$ cat config.mk
export PLATFORM = sky130hd
export DESIGN_NAME = synctimer_adjust
export DESIGN_NICKNAME = d
export VERILOG_FILES = /design/src/verilog/synctimer_pkg.sv /design/src/verilog/synctimer_adjust.sv /design/src/verilog/adjust_pulse_gen.sv /design/src/verilog/divider_multicycle.sv /design/src/verilog/phase_error_estimator.sv /design/src/verilog/cycle_estimator.sv
export SDC_FILE = /design/constraint.sdc
export NUM_CORES = 1
export LEC_CHECK = 0
export ABC_AREA = 1
export BUFFER_PORTS_ARGS = -buffer_cell sky130_fd_sc_hd__clkbuf_2
export CAP_MARGIN = 20
export CELL_PAD_IN_SITES_DETAIL_PLACEMENT = 1
export CELL_PAD_IN_SITES_GLOBAL_PLACEMENT = 2
export CORE_UTILIZATION = 41
export CTS_CLUSTER_DIAMETER = 200
export CTS_CLUSTER_SIZE = 8
export DETAILED_ROUTE_END_ITERATION = 10
export PLACE_DENSITY = 0.92
export SETUP_SLACK_MARGIN = 0.5
export SYNTH_ARGS = -nofsm -noshare
export SYNTH_HDL_FRONTEND = slang
export SYNTH_SLANG_ARGS = --single-unit
$ cat constraint.sdc
create_clock -name clk -period 8.4 [get_ports clk]
set_input_delay 1.68 -clock clk [delete_from_list [all_inputs] [get_ports clk]]
set_output_delay 1.68 -clock clk [all_outputs]
set_load 0.05 [all_outputs]
$ cat src/verilog/synctimer_pkg.sv
// widths, fixed-point types and stage handoff structs for the timer sync adjuster
`default_nettype none

package synctimer_pkg;

    // ----------------------------------------
    // widths
    // ----------------------------------------
    localparam int TIMER_WIDTH = 32;            // local and true time values
    localparam int CYCLE_WIDTH = 20;            // clocks between corrections
    localparam int ERROR_Q     = 8;             // fraction bits of error and cycle
    localparam int ADJUST_Q    = 8;             // fraction bits of pulse interval
    localparam int QUOTIENT_WIDTH = CYCLE_WIDTH + ERROR_Q + ADJUST_Q;

    // ----------------------------------------
    // types
    // ----------------------------------------
    typedef logic [TIMER_WIDTH-1:0]            time_t;
    typedef logic [CYCLE_WIDTH-1:0]            count_t;      // raw clock count
    typedef logic [CYCLE_WIDTH+ERROR_Q-1:0]    cycle_fix_t;  // filtered count, Q.ERROR_Q
    typedef logic signed [TIMER_WIDTH+ERROR_Q-1:0] error_fix_t; // phase error, Q.ERROR_Q
    typedef logic [TIMER_WIDTH+ERROR_Q-1:0]    error_mag_t;  // |error|, same scale
    typedef logic [QUOTIENT_WIDTH-1:0]         quotient_t;   // Q.ADJUST_Q clocks

    // phase estimate going to the divider stage
    typedef struct packed {
        logic       zero;   // estimate exactly zero
        logic       sign;   // estimate negative
        error_mag_t mag;
    } phase_est_t;

    // interval handed to the pacer
    typedef struct packed {
        logic      zero;    // no pulses
        logic      sign;    // sign carried by each pulse
        quotient_t period;  // in 2^-ADJUST_Q clocks
    } adjust_param_t;

endpackage

`default_nettype wire
$ cat src/verilog/synctimer_adjust.sv
// synctimer_adjust: top level wiring estimators, divider and pulse generator
`timescale 1ns/1ps
`default_nettype none

module synctimer_adjust
    import synctimer_pkg::*;
#(
    parameter int LPF_GAIN_CYCLE = 2,   // cycle count filter gain 1/2^N
    parameter int LPF_GAIN_PHASE = 2    // phase error filter gain 1/2^N
) (
    input  wire logic   clk,
    input  wire logic   reset,
    input  wire time_t  current_time,
    input  wire logic   correct_override,
    input  wire time_t  correct_time,
    input  wire logic   correct_valid,
    output logic        adjust_sign,
    output logic        adjust_valid,
    input  wire logic   adjust_ready
);

    // ----------------------------------------
    // estimators
    // ----------------------------------------
    cycle_fix_t cycle_est;
    logic       cycle_ready;
    phase_est_t phase_est;
    logic       phase_valid;

    cycle_estimator #(
        .LPF_GAIN_CYCLE (LPF_GAIN_CYCLE)
    ) i_cycle_estimator (
        .clk            (clk),
        .reset          (reset),
        .correct_valid  (correct_valid),
        .cycle_est      (cycle_est),
        .cycle_ready    (cycle_ready)
    );

    phase_error_estimator #(
        .LPF_GAIN_PHASE (LPF_GAIN_PHASE)
    ) i_phase_error_estimator (
        .clk              (clk),
        .reset            (reset),
        .correct_valid    (correct_valid),
        .correct_override (correct_override),
        .current_time     (current_time),
        .correct_time     (correct_time),
        .phase_est        (phase_est),
        .phase_valid      (phase_valid)
    );

    // ----------------------------------------
    // interval division
    // ----------------------------------------
    quotient_t div_dividend;    // cycles Q.ERROR_Q, shifted for Q.ADJUST_Q quotient
    logic      div_start;
    logic      div_ready;
    quotient_t div_quotient;
    logic      div_valid;

    assign div_dividend = quotient_t'(cycle_est) << ADJUST_Q;
    assign div_start    = phase_valid & ~phase_est.zero & cycle_ready & div_ready;

    divider_multicycle i_divider_multicycle (
        .clk        (clk),
        .reset      (reset),
        .s_dividend (div_dividend),
        .s_divisor  (phase_est.mag),
        .s_valid    (div_start),
        .s_ready    (div_ready),
        .m_quotient (div_quotient),
        .m_valid    (div_valid)
    );

    // zero estimate goes straight to the pulse generator
    adjust_pulse_gen i_adjust_pulse_gen (
        .clk          (clk),
        .reset        (reset),
        .div_quotient (div_quotient),
        .div_valid    (div_valid),
        .phase_est    (phase_est),
        .phase_valid  (phase_valid),
        .adjust_ready (adjust_ready),
        .adjust_sign  (adjust_sign),
        .adjust_valid (adjust_valid)
    );

endmodule

`default_nettype wire

$ cat src/verilog/adjust_pulse_gen.sv
// adjust_pulse_gen: interval parameter register, pulse pacer, output handshake
`timescale 1ns/1ps
`default_nettype none

module adjust_pulse_gen
    import synctimer_pkg::*;
(
    input  wire logic       clk,
    input  wire logic       reset,
    input  wire quotient_t  div_quotient,
    input  wire logic       div_valid,
    input  wire phase_est_t phase_est,
    input  wire logic       phase_valid,
    input  wire logic       adjust_ready,
    output logic            adjust_sign,
    output logic            adjust_valid
);

    localparam quotient_t STEP = quotient_t'(1) << ADJUST_Q;   // one clock

    // ----------------------------------------
    // parameter register
    // ----------------------------------------
    adjust_param_t param;       // latest interval
    logic          pending;     // not yet taken by pacer
    logic          fire;        // pacer interval ended
    quotient_t     new_period;
    logic          param_changed;
    logic          zero_update;

    assign new_period    = div_quotient - STEP;
    assign zero_update   = phase_valid & phase_est.zero;    // bypasses divider
    assign param_changed = param.zero
                         || (new_period != param.period)
                         || (phase_est.sign != param.sign);

    always_ff @(posedge clk) begin
        if (reset) begin
            param   <= '{zero: 1'b1, sign: 1'b0, period: '0};
            pending <= 1'b0;
        end else begin
            if (fire) begin
                pending <= 1'b0;                    // taken this clock
            end

            if (zero_update) begin
                param   <= '{zero: 1'b1, sign: 1'b0, period: '0};
                pending <= (pending & ~fire) | ~param.zero;
            end else if (div_valid) begin
                param.zero   <= 1'b0;
                param.sign   <= phase_est.sign;     // estimate held since division start
                param.period <= new_period;
                pending      <= (pending & ~fire) | param_changed;
            end
        end
    end

    // ----------------------------------------
    // pacer
    // ----------------------------------------
    adjust_param_t cur;         // interval in use
    quotient_t     acc;         // accumulated time

    assign fire = (acc >= cur.period);  // zero state fires every clock, no pulse

    always_ff @(posedge clk) begin
        if (reset) begin
            cur <= '{zero: 1'b1, sign: 1'b0, period: '0};
            acc <= '0;
        end else begin
            acc <= acc + STEP;
            if (fire) begin
                if (pending) begin
                    cur <= param;   // switch only at interval end
                    acc <= '0;
                end else begin
                    acc <= acc - cur.period;    // keep fraction
                end
            end
        end
    end

    // ----------------------------------------
    // output handshake
    // ----------------------------------------
    always_ff @(posedge clk) begin
        if (reset) begin
            adjust_sign  <= 1'b0;
            adjust_valid <= 1'b0;
        end else begin
            if (adjust_ready) begin
                adjust_valid <= 1'b0;
            end

            // a pulse due while one waits merges into it
            if (fire && !cur.zero && (!adjust_valid || adjust_ready)) begin
                adjust_sign  <= cur.sign;
                adjust_valid <= 1'b1;
            end
        end
    end

endmodule

`default_nettype wire

$ cat src/verilog/divider_multicycle.sv
// divider_multicycle: restoring unsigned divider, one quotient bit per clock
`timescale 1ns/1ps
`default_nettype none

module divider_multicycle
    import synctimer_pkg::*;
(
    input  wire logic       clk,
    input  wire logic       reset,
    input  wire quotient_t  s_dividend,
    input  wire error_mag_t s_divisor,
    input  wire logic       s_valid,
    output logic            s_ready,
    output quotient_t       m_quotient,
    output logic            m_valid
);

    localparam int REM_WIDTH = TIMER_WIDTH + ERROR_Q + 1;      // divisor plus one
    localparam int CNT_WIDTH = $clog2(QUOTIENT_WIDTH + 1);

    logic                 busy;
    logic [CNT_WIDTH-1:0] bit_cnt;      // quotient bits still to go
    quotient_t            quot;         // dividend shifts out, quotient shifts in
    error_mag_t           divisor;
    logic [REM_WIDTH-1:0] rem;          // partial remainder
    logic [REM_WIDTH-1:0] rem_shift;
    logic [REM_WIDTH-1:0] rem_diff;
    logic                 start;

    assign start   = s_valid & ~busy;   // start while busy is dropped
    assign s_ready = ~busy;

    // bring down next dividend bit and try subtract
    assign rem_shift = {rem[REM_WIDTH-2:0], quot[QUOTIENT_WIDTH-1]};
    assign rem_diff  = rem_shift - {1'b0, divisor};

    // ----------------------------------------
    // control
    // ----------------------------------------
    always_ff @(posedge clk) begin
        if (reset) begin
            busy    <= 1'b0;
            bit_cnt <= '0;
            m_valid <= 1'b0;
        end else begin
            m_valid <= 1'b0;                        // single clock
            if (start) begin
                busy    <= 1'b1;
                bit_cnt <= CNT_WIDTH'(QUOTIENT_WIDTH);
            end else if (busy) begin
                bit_cnt <= bit_cnt - 1'b1;
                if (bit_cnt == CNT_WIDTH'(1)) begin  // last bit this clock
                    busy    <= 1'b0;
                    m_valid <= 1'b1;
                end
            end
        end
    end

    // ----------------------------------------
    // datapath
    // ----------------------------------------
    always_ff @(posedge clk) begin
        if (start) begin
            quot    <= s_dividend;
            divisor <= s_divisor;
            rem     <= '0;
        end else if (busy) begin
            if (!rem_diff[REM_WIDTH-1]) begin       // no borrow
                rem  <= rem_diff;
                quot <= {quot[QUOTIENT_WIDTH-2:0], 1'b1};
            end else begin
                rem  <= rem_shift;                  // restore
                quot <= {quot[QUOTIENT_WIDTH-2:0], 1'b0};
            end
        end
    end

    assign m_quotient = quot;   // valid with m_valid

endmodule

`default_nettype wire

$ cat src/verilog/phase_error_estimator.sv
// phase_error_estimator: scaled phase error, low-pass filter, override restart
`timescale 1ns/1ps
`default_nettype none

module phase_error_estimator
    import synctimer_pkg::*;
#(
    parameter int LPF_GAIN_PHASE = 2    // update gain 1/2^N
) (
    input  wire logic   clk,
    input  wire logic   reset,
    input  wire logic   correct_valid,
    input  wire logic   correct_override,
    input  wire time_t  current_time,
    input  wire time_t  correct_time,
    output phase_est_t  phase_est,
    output logic        phase_valid
);

    time_t time_diff;
    assign time_diff = correct_time - current_time;     // wraps like the timers

    // ----------------------------------------
    // stage 1  observation
    // ----------------------------------------
    error_fix_t st1_obs;
    logic       st1_restart;    // override seen
    logic       st1_valid;

    // ----------------------------------------
    // stage 2  gained prediction
    // ----------------------------------------
    error_fix_t st2_obs;
    error_fix_t st2_pred_gain;  // est - est/2^G
    logic       st2_restart;
    logic       st2_valid;

    // ----------------------------------------
    // stage 3  estimate update
    // ----------------------------------------
    error_fix_t est;            // filtered phase error
    logic       est_exists;     // first estimate done
    error_fix_t est_next;

    always_comb begin
        if (st2_restart || !est_exists) begin
            est_next = st2_obs;                                 // take observation as is
        end else begin
            est_next = st2_pred_gain + (st2_obs >>> LPF_GAIN_PHASE);
        end
    end

    always_ff @(posedge clk) begin
        if (reset) begin
            st1_valid   <= 1'b0;
            st2_valid   <= 1'b0;
            phase_valid <= 1'b0;
            est_exists  <= 1'b0;
        end else begin
            st1_valid   <= correct_valid;
            st2_valid   <= st1_valid;
            phase_valid <= st2_valid;
            if (st2_valid) begin
                est_exists <= 1'b1;
            end
        end
    end

    // payload path
    always_ff @(posedge clk) begin
        if (correct_valid) begin
            st1_obs     <= correct_override ? '0 : error_fix_t'($signed(time_diff)) <<< ERROR_Q;
            st1_restart <= correct_override;
        end

        st2_obs       <= st1_obs;
        st2_restart   <= st1_restart;
        st2_pred_gain <= est - (est >>> LPF_GAIN_PHASE);

        if (st2_valid) begin
            est            <= est_next;
            phase_est.zero <= (est_next == '0);
            phase_est.sign <= est_next[$bits(error_fix_t)-1];
            phase_est.mag  <= est_next[$bits(error_fix_t)-1] ? error_mag_t'(-est_next)
                                                             : error_mag_t'(est_next);
        end
    end

endmodule

`default_nettype wire

$ cat src/verilog/cycle_estimator.sv
// cycle_estimator: clock count between correction strobes with low-pass filter
`timescale 1ns/1ps
`default_nettype none

module cycle_estimator
    import synctimer_pkg::*;
#(
    parameter int LPF_GAIN_CYCLE = 2    // update gain 1/2^N
) (
    input  wire logic       clk,
    input  wire logic       reset,
    input  wire logic       correct_valid,
    output cycle_fix_t      cycle_est,
    output logic            cycle_ready
);

    // ----------------------------------------
    // clock counter
    // ----------------------------------------
    count_t count;          // clocks since last strobe
    logic   count_enable;   // first strobe seen

    always_ff @(posedge clk) begin
        if (reset) begin
            count        <= '0;
            count_enable <= 1'b0;
        end else begin
            count <= count + count_t'(1);
            if (correct_valid) begin
                count        <= count_t'(1);  // restart
                count_enable <= 1'b1;
            end
        end
    end

    // ----------------------------------------
    // observation latch and filter
    // ----------------------------------------
    cycle_fix_t obs;        // scaled count
    logic       obs_valid;  // one clock after strobe

    always_ff @(posedge clk) begin
        if (reset) begin
            obs         <= '0;
            obs_valid   <= 1'b0;
            cycle_est   <= '0;
            cycle_ready <= 1'b0;
        end else begin
            obs_valid <= correct_valid & count_enable;  // first strobe only starts count
            if (correct_valid) begin
                obs <= cycle_fix_t'(count) << ERROR_Q;
            end

            if (obs_valid) begin
                if (cycle_ready) begin
                    // old - old/2^G + obs/2^G
                    cycle_est <= cycle_est - (cycle_est >> LPF_GAIN_CYCLE)
                               + (obs >> LPF_GAIN_CYCLE);
                end else begin
                    cycle_est <= obs;   // first estimate taken as is
                end
                cycle_ready <= 1'b1;
            end
        end
    end

endmodule

`default_nettype wire

==> flow_summary.json <==
{
  "status": "finished clean",
  "drt_iter0_drc": 1382,
  "worst_hold_slack_ps": 331,
  "cts_setup_buffers": 0,
  "synthMuxAreaShare": 0,
  "synthArstFlopShare": 0,
  "antenna_cells": 0,
  "finClkSkew_ps": 21.2,
  "antenna_found_initial": 0,
  "grt.met2_usage": 0.404,
  "final_cell_mix": "nand2_1 (906), inv_1 (732), a21oi_1 (446)",
  "path_max_fanout": 42,
  "drt_pass1_iterations": 4,
  "reg2reg_to": "i_divider_multicycle.rem[36]$_SDFFE_PP0P_",
  "finalSetupTns_ps": 0,
  "path_clk_slew_ps": 60,
  "detail_route.vias_per_cell": 5.27,
  "syn_avg_cell_area_um2": 7.29,
  "die_y_um": 286,
  "ys_top_cells_by_area": "dfxtp_1 (19%), edfxtp_1 (16%), nand2_1 (10%)",
  "drv_cap": 0,
  "worstPathRequired_ps": 8920,
  "fmax_ghz": 0.258,
  "preCtsSetupSlack_ps": 4090,
  "setup_viol": 0,
  "synth-adder-area-share": 0.0975,
  "synth_compound_area_frac": 0.165,
  "min_path_cells": 0,
  "r2r_cells": 14,
  "yosysWarnings": 0,
  "cts.sinks": 500,
  "clock_path_buffers": 3,
  "grt_pass1_wl_um": 161000,
  "hold_start": "i_phase_error_estimator.st1_obs[16]$_SDFFCE_PP0P_",
  "cts_tree": "done",
  "nNetsFinal": 4923,
  "drc": 0,
  "crit_path_end_kind": "flip-flop",
  "synth_nets": 4862,
  "fp.dieArea_mm2": 0.0821,
  "top_usage_layer": "met2",
  "leakagePower_nw": 16.3,
  "grt-ovfl-total": 0,
  "crit_type": "flip-flop to flip-flop",
  "track_usage": 0.242,
  "ys_seq_area_frac": 0.356,
  "syn2layout_area_growth_pct": 10.2,
  "synth_cell_types": 67,
  "slew_headroom": 0.301,
  "ir_drop_mv": 0.138,
  "synth_area_leader_cell": "dfxtp_1",
  "cts_buffers": 72,
  "finalHoldViolations": 0,
  "clk-insertion-delay-late_ps": 610,
  "cp-start-kind": "flip-flop",
  "start_util": 0.417,
  "hold_class": "flip-flop to flip-flop",
  "dp_hpwl_um": 76000,
  "final_common_cell": "nand2_1",
  "fp.dieW_um": 286,
  "port_buffers": 70,
  "synth_edf_count": 181,
  "post-route-period-util": 0.462,
  "hold_path_end": "i_phase_error_estimator.st2_obs[16]$_DFF_P_",
  "synth_area_mm2": 0.0332,
  "timing.rr.start": "i_divider_multicycle.m_quotient[35]$_DFFE_PP_",
  "reg2reg_slack_ps": 4520,
  "grt_util_met1": 0.331,
  "core_mm2": 0.0795,
  "synth_cells": 4550,
  "grt_pass1_vias": 31200,
  "rows": 103,
  "slew_violations": 0,
  "worst_slew_pin_slew_ps": 1050,
  "synth-main-ff-cell": "dfxtp_1",
  "clockRootBuffer": "clkbuf_16",
  "fin_total_pwr_mw": 8.05,
  "rsz0062_at_grt": "no",
  "power_density_mw_per_mm2": 220,
  "ios": 71,
  "synthXorXnorAreaFrac": 0.0507,
  "place_congestion": 0.926,
  "post_cts_resized": 0,
  "synth-seq-cells": 500,
  "synth_top_family_by_area": "simple AND/OR/NAND/NOR gates",
  "htreeDepth": 3,
  "yosysTopAreaCellShare": 0.192,
  "cts_hold_buf": 0,
  "routedWlPerCell_um": 17.4,
  "synth-simple-area-share": 0.232,
  "dr_total_vias": 30100,
  "routed_wl_um": 99100,
  "drive_gt1_frac": 0.0597,
  "grt_start_max_net_pins": 83,
  "use_met3": 0.0266,
  "min_period_ps": 3880,
  "final_antenna_net_count": 0,
  "fin_ws_ps": 4520,
  "cp.arrival_ps": 4400
}
## metal layers
layer | wire, um | part of all wire | vias to the layer above
li1 | - | - | 15100
met1 | 47900 | 0.48 | 14500
met2 | 46100 | 0.47 | 398
met3 | 3180 | 0.032 | 127
met4 | 1900 | 0.019 | 0
met5 | 0 | 0 | -
## power breakdown
part / switching, mW / internal, mW / leakage [nW]
Sequential: 0.112 / 2.68 / 4.29
Combinational: 1.67 / 0.827 / 11.1
Clock: 1.10 / 1.67 / 0.999
## worst max path at each step
stage / start / cells past startpoint / to
2_1_floorplan: correct_time[0] / 15 / i_phase_error_estimator.st1_obs[30]$_SDFFCE_PP0P_
3_3_place_gp: correct_time[0] / 12 / i_phase_error_estimator.st1_obs[36]$_SDFFCE_PP0P_
3_5_place_dp: correct_valid / 5 / i_cycle_estimator.obs[25]$_SDFFE_PP0P_
4_1_cts: i_divider_multicycle.m_quotient[35]$_DFFE_PP_ / 14 / i_divider_multicycle.rem[36]$_SDFFE_PP0P_
5_1_grt: i_divider_multicycle.m_quotient[35]$_DFFE_PP_ / 14 / i_divider_multicycle.rem[36]$_SDFFE_PP0P_
6_report: i_divider_multicycle.m_quotient[35]$_DFFE_PP_ / 14 / i_divider_multicycle.rem[36]$_SDFFE_PP0P_
## registers in the layout, summed over array words and instances, names as in the netlist, 28 cells and up
register	cells
i_divider_multicycle.rem	40
i_phase_error_estimator.st2_obs	32
i_adjust_pulse_gen.param	38
i_phase_error_estimator.phase_est	40
i_phase_error_estimator.st1_obs	32
i_divider_multicycle.m_quotient	36
i_adjust_pulse_gen.acc	36
i_adjust_pulse_gen.cur	38
i_phase_error_estimator.est	40
i_phase_error_estimator.st2_pred_gain	40
i_divider_multicycle.divisor	40
i_cycle_estimator.cycle_est	28
## per-stage QoR
step / instances / instance area (um^2) / util
3_3_place_gp: 5587 / 34500 / 0.434
4_1_cts: 5704 / 36600 / 0.460
2_1_floorplan: 4550 / 33200 / -
5_1_grt: 5704 / 36600 / 0.460
3_5_place_dp: 5587 / 34500 / 0.434
6_report: 5704 / 36600 / 0.460
## critical path, stage by stage (launching register included)
cell	delay [ps]
edfxtp_1	430
inv_1	80
ha_1	250
fa_1	420
o21ai_1	290
a21o_1	300
nand4_1	140
nand3_1	120
nand2_1	60
nand2_2	480
buf_4	490
nand2_1	360
nand2_1	130
o21ai_0	90
a21oi_1	130
## area by class of cell
cell class                      instances  area [um^2]
Inverter                              751         2820
Timing Repair Buffer                   85          465
Fill cell                           10100        42900
Multi-Input combinational cell       3201        18100
Tap cell                             1050         1310
Clock inverter                          3         58.8
Sequential cell                       500        11800
Clock buffer                          114         2020
## cell families (layout without fill, tap and decap cells)
logic type                 Yosys count  in the layout
buffers and inverters              849            953
AOI/OAI and AO/OA                  971            971
adders and majority gates          243            243
DFF                                500            500
and+or+nand+nor                   1795           1795
xor gates and xnor gates           192            192
## synthesized netlist by cell type, types with 3 or more instances
library cell,number
xor2_1,133
o21a_1,23
clkbuf_1,63
o21bai_1,26
buf_2,15
ha_1,217
nand3b_1,18
xnor2_1,59
nor2_1,432
buf_4,3
edfxtp_1,181
nand3_1,223
a31oi_1,43
a21boi_1,3
and3_1,4
nor2_4,6
buf_1,6
buf_6,9
inv_1,733
or2_2,20
nand3_2,6
inv_2,13
nor4_1,10
clkinv_1,4
nand2_4,4
o221ai_1,6
nor3_1,48
dfxtp_1,319
nand2_1,907
a21boi_0,9
o211ai_1,61
fa_1,26
and2_1,4
a21o_1,20
nor3b_1,4
o22ai_1,48
o21ai_0,228
nor2_2,17
nand4_1,53
a21oi_1,446
o21ai_1,31
a221oi_1,5
nand2_2,28
a211oi_1,4
Power figures use the tool's default switching activity.
